## src/logic/etx_pkg.sv

```systemverilog
`default_nettype none

package etx_pkg;

  //####################################################################
  // Widths
  //####################################################################
  localparam int PW    = 104;           // Mesh packet
  localparam int AW    = 32;            // Address
  localparam int DW    = 32;            // Data
  localparam int TAG_W = 8;             // Link tag of a header beat

  //####################################################################
  // Packet layout, lsb of each field
  //####################################################################
  localparam int WRITE_BIT = 0;
  localparam int DM_LSB    = 1;         // Datamode, 2 bits
  localparam int CM_LSB    = 3;         // Ctrlmode
  localparam int CM_W      = 4;
  localparam int DST_LSB   = 8;         // Bit 7 left unused
  localparam int DATA_LSB  = 40;
  localparam int SRC_LSB   = 72;

  // Node coordinate and group code inside dstaddr
  localparam int ID_W      = 12;
  localparam int ID_LSB    = 20;        // dstaddr[31:20]
  localparam int GROUP_W   = 4;
  localparam int GROUP_LSB = 16;        // dstaddr[19:16]

  localparam logic [GROUP_W-1:0] EGROUP_RR = 4'hE;  // Register region of a node

  //####################################################################
  // Types
  //####################################################################
  typedef enum logic [1:0] {
    DM_BYTE   = 2'b00,
    DM_HALF   = 2'b01,
    DM_WORD   = 2'b10,
    DM_DOUBLE = 2'b11                   // Only size that may burst
  } datamode_t;

  typedef enum logic {
    BEAT_HEAD = 1'b0,                   // Control and address
    BEAT_DATA = 1'b1                    // Data or return address
  } beat_kind_t;

  typedef enum logic {
    FR_IDLE         = 1'b0,
    FR_DATA_PENDING = 1'b1              // Header out, data beat owed
  } framer_state_t;

endpackage

`default_nettype wire
```

## src/logic/etx_top.sv

```systemverilog
`timescale 1ns/1ps
`default_nettype none

// Transmit stage top: sync, protocol, framer
module etx_top #(
  parameter logic [etx_pkg::ID_W-1:0] ID = '0,
  parameter int SYNC_STAGES = 2
) (
  input  wire                         clk,
  input  wire                         reset,
  input  wire                         etx_access,
  input  wire [etx_pkg::PW-1:0]       etx_packet,
  input  wire                         tx_enable,
  input  wire                         tx_rd_wait,   // Async from far side
  input  wire                         tx_wr_wait,
  input  wire                         link_wait,
  output logic                        etx_rd_wait,
  output logic                        etx_wr_wait,
  output logic                        link_valid,
  output etx_pkg::beat_kind_t         link_kind,
  output logic [etx_pkg::TAG_W-1:0]   link_tag,
  output logic [etx_pkg::DW-1:0]      link_data
);

  import etx_pkg::*;

  logic           rd_wait_sync;
  logic           wr_wait_sync;
  logic           tx_access;
  logic [PW-1:0]  tx_packet;
  logic           tx_burst;
  logic           tx_io_wait;     // Framer back to protocol

  wait_synchronizer #(
    .SYNC_STAGES (SYNC_STAGES)
  ) wait_sync (
    .clk           (clk),
    .reset         (reset),
    .rd_wait_async (tx_rd_wait),
    .wr_wait_async (tx_wr_wait),
    .rd_wait       (rd_wait_sync),
    .wr_wait       (wr_wait_sync)
  );

  etx_protocol #(
    .ID (ID)
  ) protocol (
    .clk         (clk),
    .reset       (reset),
    .etx_access  (etx_access),
    .etx_packet  (etx_packet),
    .tx_enable   (tx_enable),
    .rd_wait     (rd_wait_sync),
    .wr_wait     (wr_wait_sync),
    .tx_io_wait  (tx_io_wait),
    .etx_rd_wait (etx_rd_wait),
    .etx_wr_wait (etx_wr_wait),
    .tx_access   (tx_access),
    .tx_packet   (tx_packet),
    .tx_burst    (tx_burst)
  );

  etx_link_framer framer (
    .clk        (clk),
    .reset      (reset),
    .tx_access  (tx_access),
    .tx_packet  (tx_packet),
    .tx_burst   (tx_burst),
    .link_wait  (link_wait),
    .tx_io_wait (tx_io_wait),
    .link_valid (link_valid),
    .link_kind  (link_kind),
    .link_tag   (link_tag),
    .link_data  (link_data)
  );

endmodule

`default_nettype wire

```

## src/logic/etx_link_framer.sv

```systemverilog
`timescale 1ns/1ps
`default_nettype none

// Link framer turning one registered packet into header and data beats
module etx_link_framer (
  input  wire                         clk,
  input  wire                         reset,
  input  wire                         tx_access,
  input  wire [etx_pkg::PW-1:0]       tx_packet,
  input  wire                         tx_burst,
  input  wire                         link_wait,    // Link not ready
  output logic                        tx_io_wait,
  output logic                        link_valid,
  output etx_pkg::beat_kind_t         link_kind,
  output logic [etx_pkg::TAG_W-1:0]   link_tag,
  output logic [etx_pkg::DW-1:0]      link_data
);

  import etx_pkg::*;

  framer_state_t    state;
  framer_state_t    state_next;

  logic             pkt_write;
  datamode_t        pkt_datamode;
  logic [CM_W-1:0]  pkt_ctrlmode;
  logic [AW-1:0]    pkt_dstaddr;
  logic [DW-1:0]    pkt_data;
  logic [AW-1:0]    pkt_srcaddr;

  logic             beat_out;     // A beat leaves this cycle
  logic             head_beat;    // ... and it is a header

  emesh_packet_decode pkt_decode (
    .packet   (tx_packet),
    .write    (pkt_write),
    .datamode (pkt_datamode),
    .ctrlmode (pkt_ctrlmode),
    .dstaddr  (pkt_dstaddr),
    .data     (pkt_data),
    .srcaddr  (pkt_srcaddr)
  );

  //####################################################################
  // Beat sequencing FSM
  //####################################################################
  always_comb
  begin
    state_next = state;
    beat_out   = 1'b0;
    head_beat  = 1'b0;
    case (state)
      FR_IDLE:
      begin
        if (tx_access && !link_wait)
        begin
          beat_out  = 1'b1;
          head_beat = !tx_burst;        // Continuation skips the header
          if (!tx_burst)
            state_next = FR_DATA_PENDING;
        end
      end
      FR_DATA_PENDING:
      begin
        if (!link_wait)
        begin
          beat_out   = 1'b1;            // Data beat of the same packet
          state_next = FR_IDLE;
        end
      end
      default: state_next = FR_IDLE;
    endcase
  end

  always_ff @(posedge clk)
  begin
    if (reset)
      state <= FR_IDLE;
    else
      state <= state_next;
  end

  // Hold the packet register through the header cycle and any link stall
  // The data beat cycle lets the next packet load behind it
  assign tx_io_wait = link_wait | head_beat;

  //####################################################################
  // Beat contents
  //####################################################################
  assign link_valid = beat_out;
  assign link_kind  = (state == FR_IDLE && !tx_burst) ? BEAT_HEAD : BEAT_DATA;

  always_comb
  begin
    if (link_kind == BEAT_HEAD)
    begin
      link_tag  = {1'b0, pkt_ctrlmode, pkt_datamode, pkt_write};  // Packet control byte
      link_data = pkt_dstaddr;
    end
    else
    begin
      link_tag  = '0;
      link_data = pkt_write ? pkt_data : pkt_srcaddr;  // Reads send return address
    end
  end

  // Link stall wins over everything
  a_no_beat_in_wait: assert property (@(posedge clk) disable iff (reset)
    link_wait |-> !link_valid);

  // Burst flag from the protocol stage suppresses the header
  a_no_burst_header: assert property (@(posedge clk) disable iff (reset)
    (link_valid && link_kind == BEAT_HEAD) |-> !tx_burst);

endmodule

`default_nettype wire

```

## src/logic/etx_protocol.sv

```systemverilog
`timescale 1ns/1ps
`default_nettype none

// Transmit protocol stage that filters, registers and burst-flags packets
module etx_protocol #(
  parameter logic [etx_pkg::ID_W-1:0] ID = '0     // This node's mesh coordinate
) (
  input  wire                     clk,
  input  wire                     reset,
  input  wire                     etx_access,
  input  wire [etx_pkg::PW-1:0]   etx_packet,
  input  wire                     tx_enable,
  input  wire                     rd_wait,        // Synchronized far-side waits
  input  wire                     wr_wait,
  input  wire                     tx_io_wait,     // Framer busy
  output logic                    etx_rd_wait,
  output logic                    etx_wr_wait,
  output logic                    tx_access,
  output logic [etx_pkg::PW-1:0]  tx_packet,
  output logic                    tx_burst
);

  import etx_pkg::*;

  // Incoming packet
  logic             etx_write;
  datamode_t        etx_datamode;
  logic [CM_W-1:0]  etx_ctrlmode;
  logic [AW-1:0]    etx_dstaddr;

  // Registered packet
  logic             last_write;
  datamode_t        last_datamode;
  logic [CM_W-1:0]  last_ctrlmode;
  logic [AW-1:0]    last_dstaddr;

  logic             own_node;
  logic             in_reg_group;
  logic             dir_clear;
  logic             etx_valid;
  logic             burst_type_match;
  logic             burst_addr_match;
  logic             burst_next;

  emesh_packet_decode in_decode (
    .packet   (etx_packet),
    .write    (etx_write),
    .datamode (etx_datamode),
    .ctrlmode (etx_ctrlmode),
    .dstaddr  (etx_dstaddr),
    .data     (),
    .srcaddr  ()
  );

  emesh_packet_decode last_decode (
    .packet   (tx_packet),
    .write    (last_write),
    .datamode (last_datamode),
    .ctrlmode (last_ctrlmode),
    .dstaddr  (last_dstaddr),
    .data     (),
    .srcaddr  ()
  );

  //####################################################################
  // Acceptance filter
  //####################################################################
  assign own_node     = (etx_dstaddr[ID_LSB +: ID_W] == ID);
  assign in_reg_group = (etx_dstaddr[GROUP_LSB +: GROUP_W] == EGROUP_RR);
  assign dir_clear    = etx_write ? ~wr_wait : ~rd_wait;    // Wait of its own direction

  // Own node outside register space is dropped here
  assign etx_valid = etx_access &
                     tx_enable &
                     dir_clear &
                     ~(own_node & ~in_reg_group);

  //####################################################################
  // Burst detection against the registered packet
  //####################################################################
  assign burst_type_match = ({etx_ctrlmode, etx_datamode, etx_write} ==
                             {last_ctrlmode, last_datamode, last_write});
  assign burst_addr_match = (etx_dstaddr == last_dstaddr + AW'(8));   // Next double word

  assign burst_next = etx_valid &
                      etx_write &
                      (etx_datamode == DM_DOUBLE) &
                      tx_access &                   // Previous one still live
                      burst_type_match &
                      burst_addr_match;

  //####################################################################
  // Packet register frozen while the framer is busy
  //####################################################################
  always_ff @(posedge clk)
  begin
    if (reset)
    begin
      tx_access <= 1'b0;
      tx_burst  <= 1'b0;
    end
    else if (!tx_io_wait)
    begin
      tx_access <= etx_valid;
      tx_burst  <= burst_next;
    end
  end

  always_ff @(posedge clk)
  begin
    if (!tx_io_wait)
      tx_packet <= etx_packet;        // Meaningful only with tx_access
  end

  // Pushback toward the system
  assign etx_rd_wait = rd_wait | tx_io_wait;
  assign etx_wr_wait = wr_wait | tx_io_wait;

  // Burst flag never appears without the packet it belongs to
  a_burst_has_access: assert property (@(posedge clk) disable iff (reset)
    tx_burst |-> tx_access);

endmodule

`default_nettype wire

```

## src/logic/wait_synchronizer.sv

```systemverilog
`timescale 1ns/1ps
`default_nettype none

// Flop chain for the far-side wait levels
module wait_synchronizer #(
  parameter int SYNC_STAGES = 2
) (
  input  wire  clk,
  input  wire  reset,
  input  wire  rd_wait_async,
  input  wire  wr_wait_async,
  output logic rd_wait,
  output logic wr_wait
);

  logic [1:0] sync_q [SYNC_STAGES];     // {rd, wr} per stage

  always_ff @(posedge clk)
  begin
    if (reset)
    begin
      for (int i = 0; i < SYNC_STAGES; i++)
        sync_q[i] <= 2'b00;             // No wait after reset
    end
    else
    begin
      sync_q[0] <= {rd_wait_async, wr_wait_async};  // First stage samples async
      for (int i = 1; i < SYNC_STAGES; i++)
        sync_q[i] <= sync_q[i-1];
    end
  end

  // Last stage is the settled level
  assign rd_wait = sync_q[SYNC_STAGES-1][1];
  assign wr_wait = sync_q[SYNC_STAGES-1][0];

endmodule

`default_nettype wire

```

## src/logic/emesh_packet_decode.sv

```systemverilog
`timescale 1ns/1ps
`default_nettype none

// Field splitter for the 104-bit mesh packet
module emesh_packet_decode (
  input  wire [etx_pkg::PW-1:0]     packet,
  output logic                      write,
  output etx_pkg::datamode_t        datamode,
  output logic [etx_pkg::CM_W-1:0]  ctrlmode,
  output logic [etx_pkg::AW-1:0]    dstaddr,
  output logic [etx_pkg::DW-1:0]    data,
  output logic [etx_pkg::AW-1:0]    srcaddr
);

  import etx_pkg::*;

  //####################################################################
  // Control byte
  //####################################################################
  assign write    = packet[WRITE_BIT];                            // 1 = write
  assign datamode = datamode_t'(packet[DM_LSB +: $bits(datamode_t)]);
  assign ctrlmode = packet[CM_LSB +: CM_W];

  // Bit 7 is spare and ignored

  //####################################################################
  // Address and payload words
  //####################################################################
  assign dstaddr = packet[DST_LSB +: AW];     // Target, carries node ID
  assign data    = packet[DATA_LSB +: DW];    // Write data
  assign srcaddr = packet[SRC_LSB +: AW];     // Return address for reads

endmodule

`default_nettype wire

```

## config.mk

```make
export PLATFORM = sky130hd
export DESIGN_NAME = etx_top
export DESIGN_NICKNAME = d
export VERILOG_FILES = /design/src/logic/etx_pkg.sv /design/src/logic/etx_top.sv /design/src/logic/etx_link_framer.sv /design/src/logic/etx_protocol.sv /design/src/logic/wait_synchronizer.sv /design/src/logic/emesh_packet_decode.sv
export SDC_FILE = /design/constraint.sdc
export NUM_CORES = 1
export LEC_CHECK = 0
export BUFFER_PORTS_ARGS = -buffer_cell sky130_fd_sc_hd__buf_4
export CAP_MARGIN = 30
export CORE_UTILIZATION = 52
export DETAILED_ROUTE_END_ITERATION = 8
export PLACE_DENSITY = 0.82
export SLEW_MARGIN = 10
export SYNTH_ARGS = -nofsm -noshare
export SYNTH_HDL_FRONTEND = slang
export SYNTH_SLANG_ARGS = --single-unit
```

## constraint.sdc

```tcl
create_clock -name clk -period 7.9 [get_ports clk]
set_input_delay 0 -clock clk [delete_from_list [all_inputs] [get_ports clk]]
set_output_delay 0 -clock clk [all_outputs]
set_load 0.01 [all_outputs]
```

Word-level counts from Yosys, hierarchy flattened
Memories as Yosys holds them, arrays and structs flattened.
Cells that the tools add are included.

storage, ports and cells
  register bits = 107
  RAM bits = 4
  logic and storage cells = 53
  memories = 1

operators by class
  $add $sub $neg = 1
  equal/unequal tests = 4
  multiplexer cells = 19
  bitwise operators = 19
  reductions and logical operators = 5

memory list
  name              words  width  rd ports  clocked after memory_dff  write ports  RTL line                 RTL
  wait_sync.sync_q  2      2      2         0                         2            wait_synchronizer.sv:16  logic [1:0] sync_q [SYNC_STAGES];

operators by type and width
  cell                                            number
  2-to-1 mux 32 bit                               2
  adder 32 x 4 -> 32 bit (second input constant)  1
  equality test 32 bit                            1
  logical NOT 12 bit                              1
  2-to-1 mux 1 bit                                12
  AND 1 bit                                       9
  equality test 7 bit                             1
  2-to-1 mux 7 bit                                1
  inverter 1 bit                                  5
  OR 1 bit                                        5
  equality test 4 bit (second input constant)     1
  2-to-1 mux 2 bit                                2
  case mux 1 bit (2 select lines)                 2
  equality test 2 bit (second input constant)     1
  logical AND 1 bit                               2
  logical NOT 1 bit                               2

Depth between registers and ports, before layout
  depth after elaboration = 10
  mapped depth = 9
  depth with buffers taken out = 9

Cells and area by module
A second synthesis with hierarchy kept.

unflattened totals
  cell total of the unflattened synthesis = 732
  area total of the unflattened synthesis = 7,666.1 µm²

modules (own cells, without submodules)
  module               instances  cells an instance  area an instance (µm²)
  etx_protocol         1          286                4,401.7
  emesh_packet_decode  3          103                773.2
  etx_link_framer      1          129                839.6
  wait_synchronizer    1          8                  105.1

Least setup slack after synthesis
Ideal clock, no wire load.

  kind = register to register
  from = register framer.state
  to = register protocol.tx_access
  arrival = 5,999 ps
  data required time = 7,460 ps
  slack = 1,461 ps
  cell stages (with the launch flop) = 5
  buffers on the path = 1
  period minus slack after synthesis = 6,439 ps
  cells stage by stage = dfxtp_1 -> nor2_1 -> clkbuf_1 -> a21oi_1 -> a221oi_1

between the ends
  word-level cells in the longest chain between the ends = 2

RTL lines
  what                    RTL line               RTL
  from (decl)             etx_link_framer.sv:21  framer_state_t state;
  from (signal assigned)  etx_link_framer.sv:80  state <= state_next;
  2-to-1 mux 1 bit        etx_link_framer.sv:52  case (state)
  OR 1 bit                etx_link_framer.sv:85  assign tx_io_wait = link_wait | head_beat;
  to (signal assigned)    etx_protocol.sv:104    tx_access <= etx_valid;
  to (decl)               etx_protocol.sv:18     output logic tx_access,

No other way between the ends.
A chain may end at the register's enable or synchronous reset.

Worst setup path after layout
  from = register protocol.tx_packet[11] in the netlist's numbering
  to = register protocol.tx_burst

between the ends
  word-level cells in the longest chain between the ends = 3

RTL lines
  what                    RTL line             RTL
  from (decl)             etx_protocol.sv:19   output logic [etx_pkg::PW-1:0] tx_packet,
  from (signal assigned)  etx_protocol.sv:112  tx_packet <= etx_packet;
  adder 32 x 4 -> 32 bit  etx_protocol.sv:83   assign burst_addr_match = (etx_dstaddr == last_dstaddr + AW'(8));
  equality test 32 bit    etx_protocol.sv:83
  AND 1 bit               etx_protocol.sv:89   burst_type_match &
  to (signal assigned)    etx_protocol.sv:105  tx_burst <= burst_next;
  to (decl)               etx_protocol.sv:20   output logic tx_burst

No other way between the ends.

==> results.sh <==
export IMPL_crit_end="protocol.tx_burst"
export IMPL_layout_drive_gt1_share_pct=27.51
export IMPL_area_growth_pct=48.60
export IMPL_clk_pin_slew_ps=100
export IMPL_slew_viol_final=0
export IMPL_clock_skew_ps=11.84
export IMPL_place_gp_congestion=0.7397
export IMPL_hold_viol_final=0
export IMPL_nNetsFinal=783
export IMPL_setup_viol=0
export IMPL_crit_type="register to register"
export IMPL_final_setup_tns_ps=0
export IMPL_worstSkewPairLatency_ps=370
export IMPL_synth_top_area_share_pct=59.27
export IMPL_h_tree_depth=3
export IMPL_ys_warn_count=0
export IMPL_worst_ep_required_time_ps=8200
export IMPL_synth_area_leader_cell="edfxtp_1"
export IMPL_seqPwrFrac_pct=54.1
export IMPL_syn_avg_cell_area_um2=12.61
export IMPL_core_area_um2=9729
export IMPL_numPortBuffers=152
export IMPL_hold_buffers=108
export IMPL_die_w_um=102.2
export IMPL_grt_max_degree=75
export IMPL_yosysUniqueCellTypes=55
export IMPL_start_util_pct=53.64
export IMPL_cts_tree="done"
export IMPL_first_iter_violations=249
export IMPL_outcome="finished clean"
export IMPL_antenna_found_initial=0
export IMPL_rsz0062_at_grt="no"
export IMPL_arrival_ps=3090
export IMPL_cap_viol_max_count=0
export IMPL_clockBufferDepth=2
export IMPL_fmax_mhz=357.8
export IMPL_ys_ff_latch=110
export IMPL_fillCellCount=556
export IMPL_finalCriticalPeriod_ps=2795
export IMPL_grt_total_usage_pct=28.45
export IMPL_cts_sinks=110
export IMPL_cp_slowest_stage_delay_ps=640
export IMPL_yosys_top_cells_area="edfxtp_1, mux2i_1, xnor2_1"
export IMPL_crit_top_cell="nor4_1"
export IMPL_grt_overflow=0
export IMPL_post_route_period_util_pct=35.37
export IMPL_r2r_start="protocol.tx_packet[11]"
export IMPL_synth_edf_count=103
export IMPL_ctsResizeCount=0
export IMPL_synth_commonest_cells="edfxtp_1, nand2_1, mux2i_1, o21ai_0, xnor2_1"
export IMPL_synth_cells=414
export IMPL_p_int_mw=0.9746
export IMPL_cp_slowest_cell="nor4_1"
export IMPL_min_path_type="input pin to register"
export IMPL_die_h_um=102.2
export IMPL_max_slew_margin_pct=51.89
export IMPL_endpoint_kind="register"
export IMPL_numCtsBuffers=9
export IMPL_reg2regPathDepth=9
export IMPL_firstDrtPassIters=5
export IMPL_synth_main_ff_cell="edfxtp_1"
export IMPL_synthArstFlopShare_pct=0
export IMPL_viasPerCell=5.431
export IMPL_path_cells="ha_1, nand4_2, nor4_1, mux2_2, a31oi_1, a21oi_1, nor4_1, nand4_1, o22ai_2"
export IMPL_synth_cell_area_um2=5219
export IMPL_tightest_slew_ps=721.6
export IMPL_cts_root_buf="clkbuf_8"
export IMPL_worst_r2r_endpoint="protocol.tx_burst"
export IMPL_num_rows=36
export IMPL_critPathLaunchType="register"
export IMPL_grt_pass1_vias=4530
export IMPL_drc_errors=0
export IMPL_drtAntennaViolNets=0
export IMPL_wl_per_cell_um=17.90
export IMPL_dp_hpwl_um=8001
export IMPL_combPwrFrac_pct=19.3
export IMPL_ys_seq_area_share_pct=61.95
export IMPL_grt_pass1_wl_um=22200
export IMPL_wl_um=14480
export IMPL_r2r_setup_slack_ps=5110
export IMPL_critPathMaxFanout=6
export IMPL_cp_startpoint="protocol.tx_packet[11]"
export IMPL_switching_share_pct=25.46
export IMPL_dieArea_um2=10440
export IMPL_cts_setup_buffers=0
export IMPL_power_leakage_nw=3.114
export IMPL_n_antenna_cell=0
export IMPL_clkPwrFrac_pct=26.6
export IMPL_p_total_mw=1.307
export IMPL_irDropWorstVdd_mv=0.1172
export IMPL_syn_num_nets=526
export IMPL_p_per_area_nw_per_um2=168.6
export IMPL_p_switching_mw=0.3329
export IMPL_via_count=4394
export IMPL_synthMostInstantiatedCell="edfxtp_1"
export IMPL_io_pins=155
cells by family after synthesis:
family	count (synthesis)	share of synthesized area, %
flops	110	61.95
other cells	1	0.07186
fa+ha+maj	1	0.2397
compound gates	58	6.618
buf+inv	23	2.278
xor+xnor	41	6.881
simple gates	142	14.60
mux	38	7.360
through the flow:
stage	area, um^2	setup WS, ps	instances	hold slack, ps	util, %
finish	7755	5106	809	153.7	79.71
global route	7755	4858	809	141.0	79.71
CTS	7755	5122	809	78.52	79.71
detailed placement	6475	5172	685	179.2	66.55
global placement	6475	5154	685	178.1	66.55
floorplan	5219	1461	414	47.53	-
worst min path at each step:
stage / to / slack (ps) / from / cells past startpoint
after global routing: protocol.tx_access / 140 / tx_enable / 4
after CTS: protocol.tx_access / 80 / tx_enable / 4
after global placement: protocol.tx_packet[76] / 180 / etx_packet[76] / 1
after detailed placement: protocol.tx_packet[100] / 180 / etx_packet[100] / 1
after floorplan: link_valid / 50 / link_wait / 1
final: protocol.tx_access / 150 / tx_enable / 4
cells in the final DEF (no fill, tap or decap), types with 9 or more instances in the layout:
master / count
buf_4: 156
clkbuf_8: 9
dlygate4sd3_1: 108
edfxtp_1: 103
mux2i_1: 35
nand2_1: 49
nand4_1: 12
nor2_1: 14
nor3_1: 10
o21ai_0: 35
xnor2_1: 23
xor2_1: 18
registers in the layout (all words and copies together), names as in the netlist:
name and flops:
protocol.tx_packet 103, framer.state 1, protocol.tx_burst 1, protocol.tx_access 1, wait_sync.sync_q 4
critical path, delay by kind of cell, from the launching register on:
family	cells	cell delay [ps]
AOI/OAI and AO/OA	3	330
adders and majority gates	1	250
DFF	1	430
muxes	1	410
and+or+nand+nor	4	1290
power by group through the flow:
stage / Clock, mW / Combinational [mW] / Sequential, mW
after detailed placement: 0 / 0.201 / 0.719
after floorplan: 0 / 0.105 / 0.716
after CTS: 0.341 / 0.246 / 0.705
final: 0.347 / 0.253 / 0.707
after global placement: 0 / 0.195 / 0.716
after global routing: 0.369 / 0.272 / 0.712
cell type report:
class / count / area, um^2 / area share [%]
timing repair buffer: 264 / 2252 / 29.04
sequential: 110 / 3233 / 41.69
inverter: 5 / 18.77 / 0.2420
tap: 133 / 166.4 / 2.146
clock inverter: 2 / 13.76 / 0.1775
clock buffer: 14 / 185.2 / 2.388
multi-input combinational: 281 / 1886 / 24.31
per-layer routing:
| layer | wire (um) | vias to the layer above | share of wire [%] | global-route usage [%] |
|---|---|---|---|---|
| met2 | 7655 | 211 | 53 | 51.06 |
| met1 | 5525 | 2102 | 38 | 32.91 |
| met3 | 968 | 28 | 6.7 | 6.361 |
| li1 | - | 2053 | - | - |
| met5 | 0 | - | 0 | 0 |
| met4 | 335 | 0 | 2.3 | 11.54 |
Power figures use the tool's default switching activity.
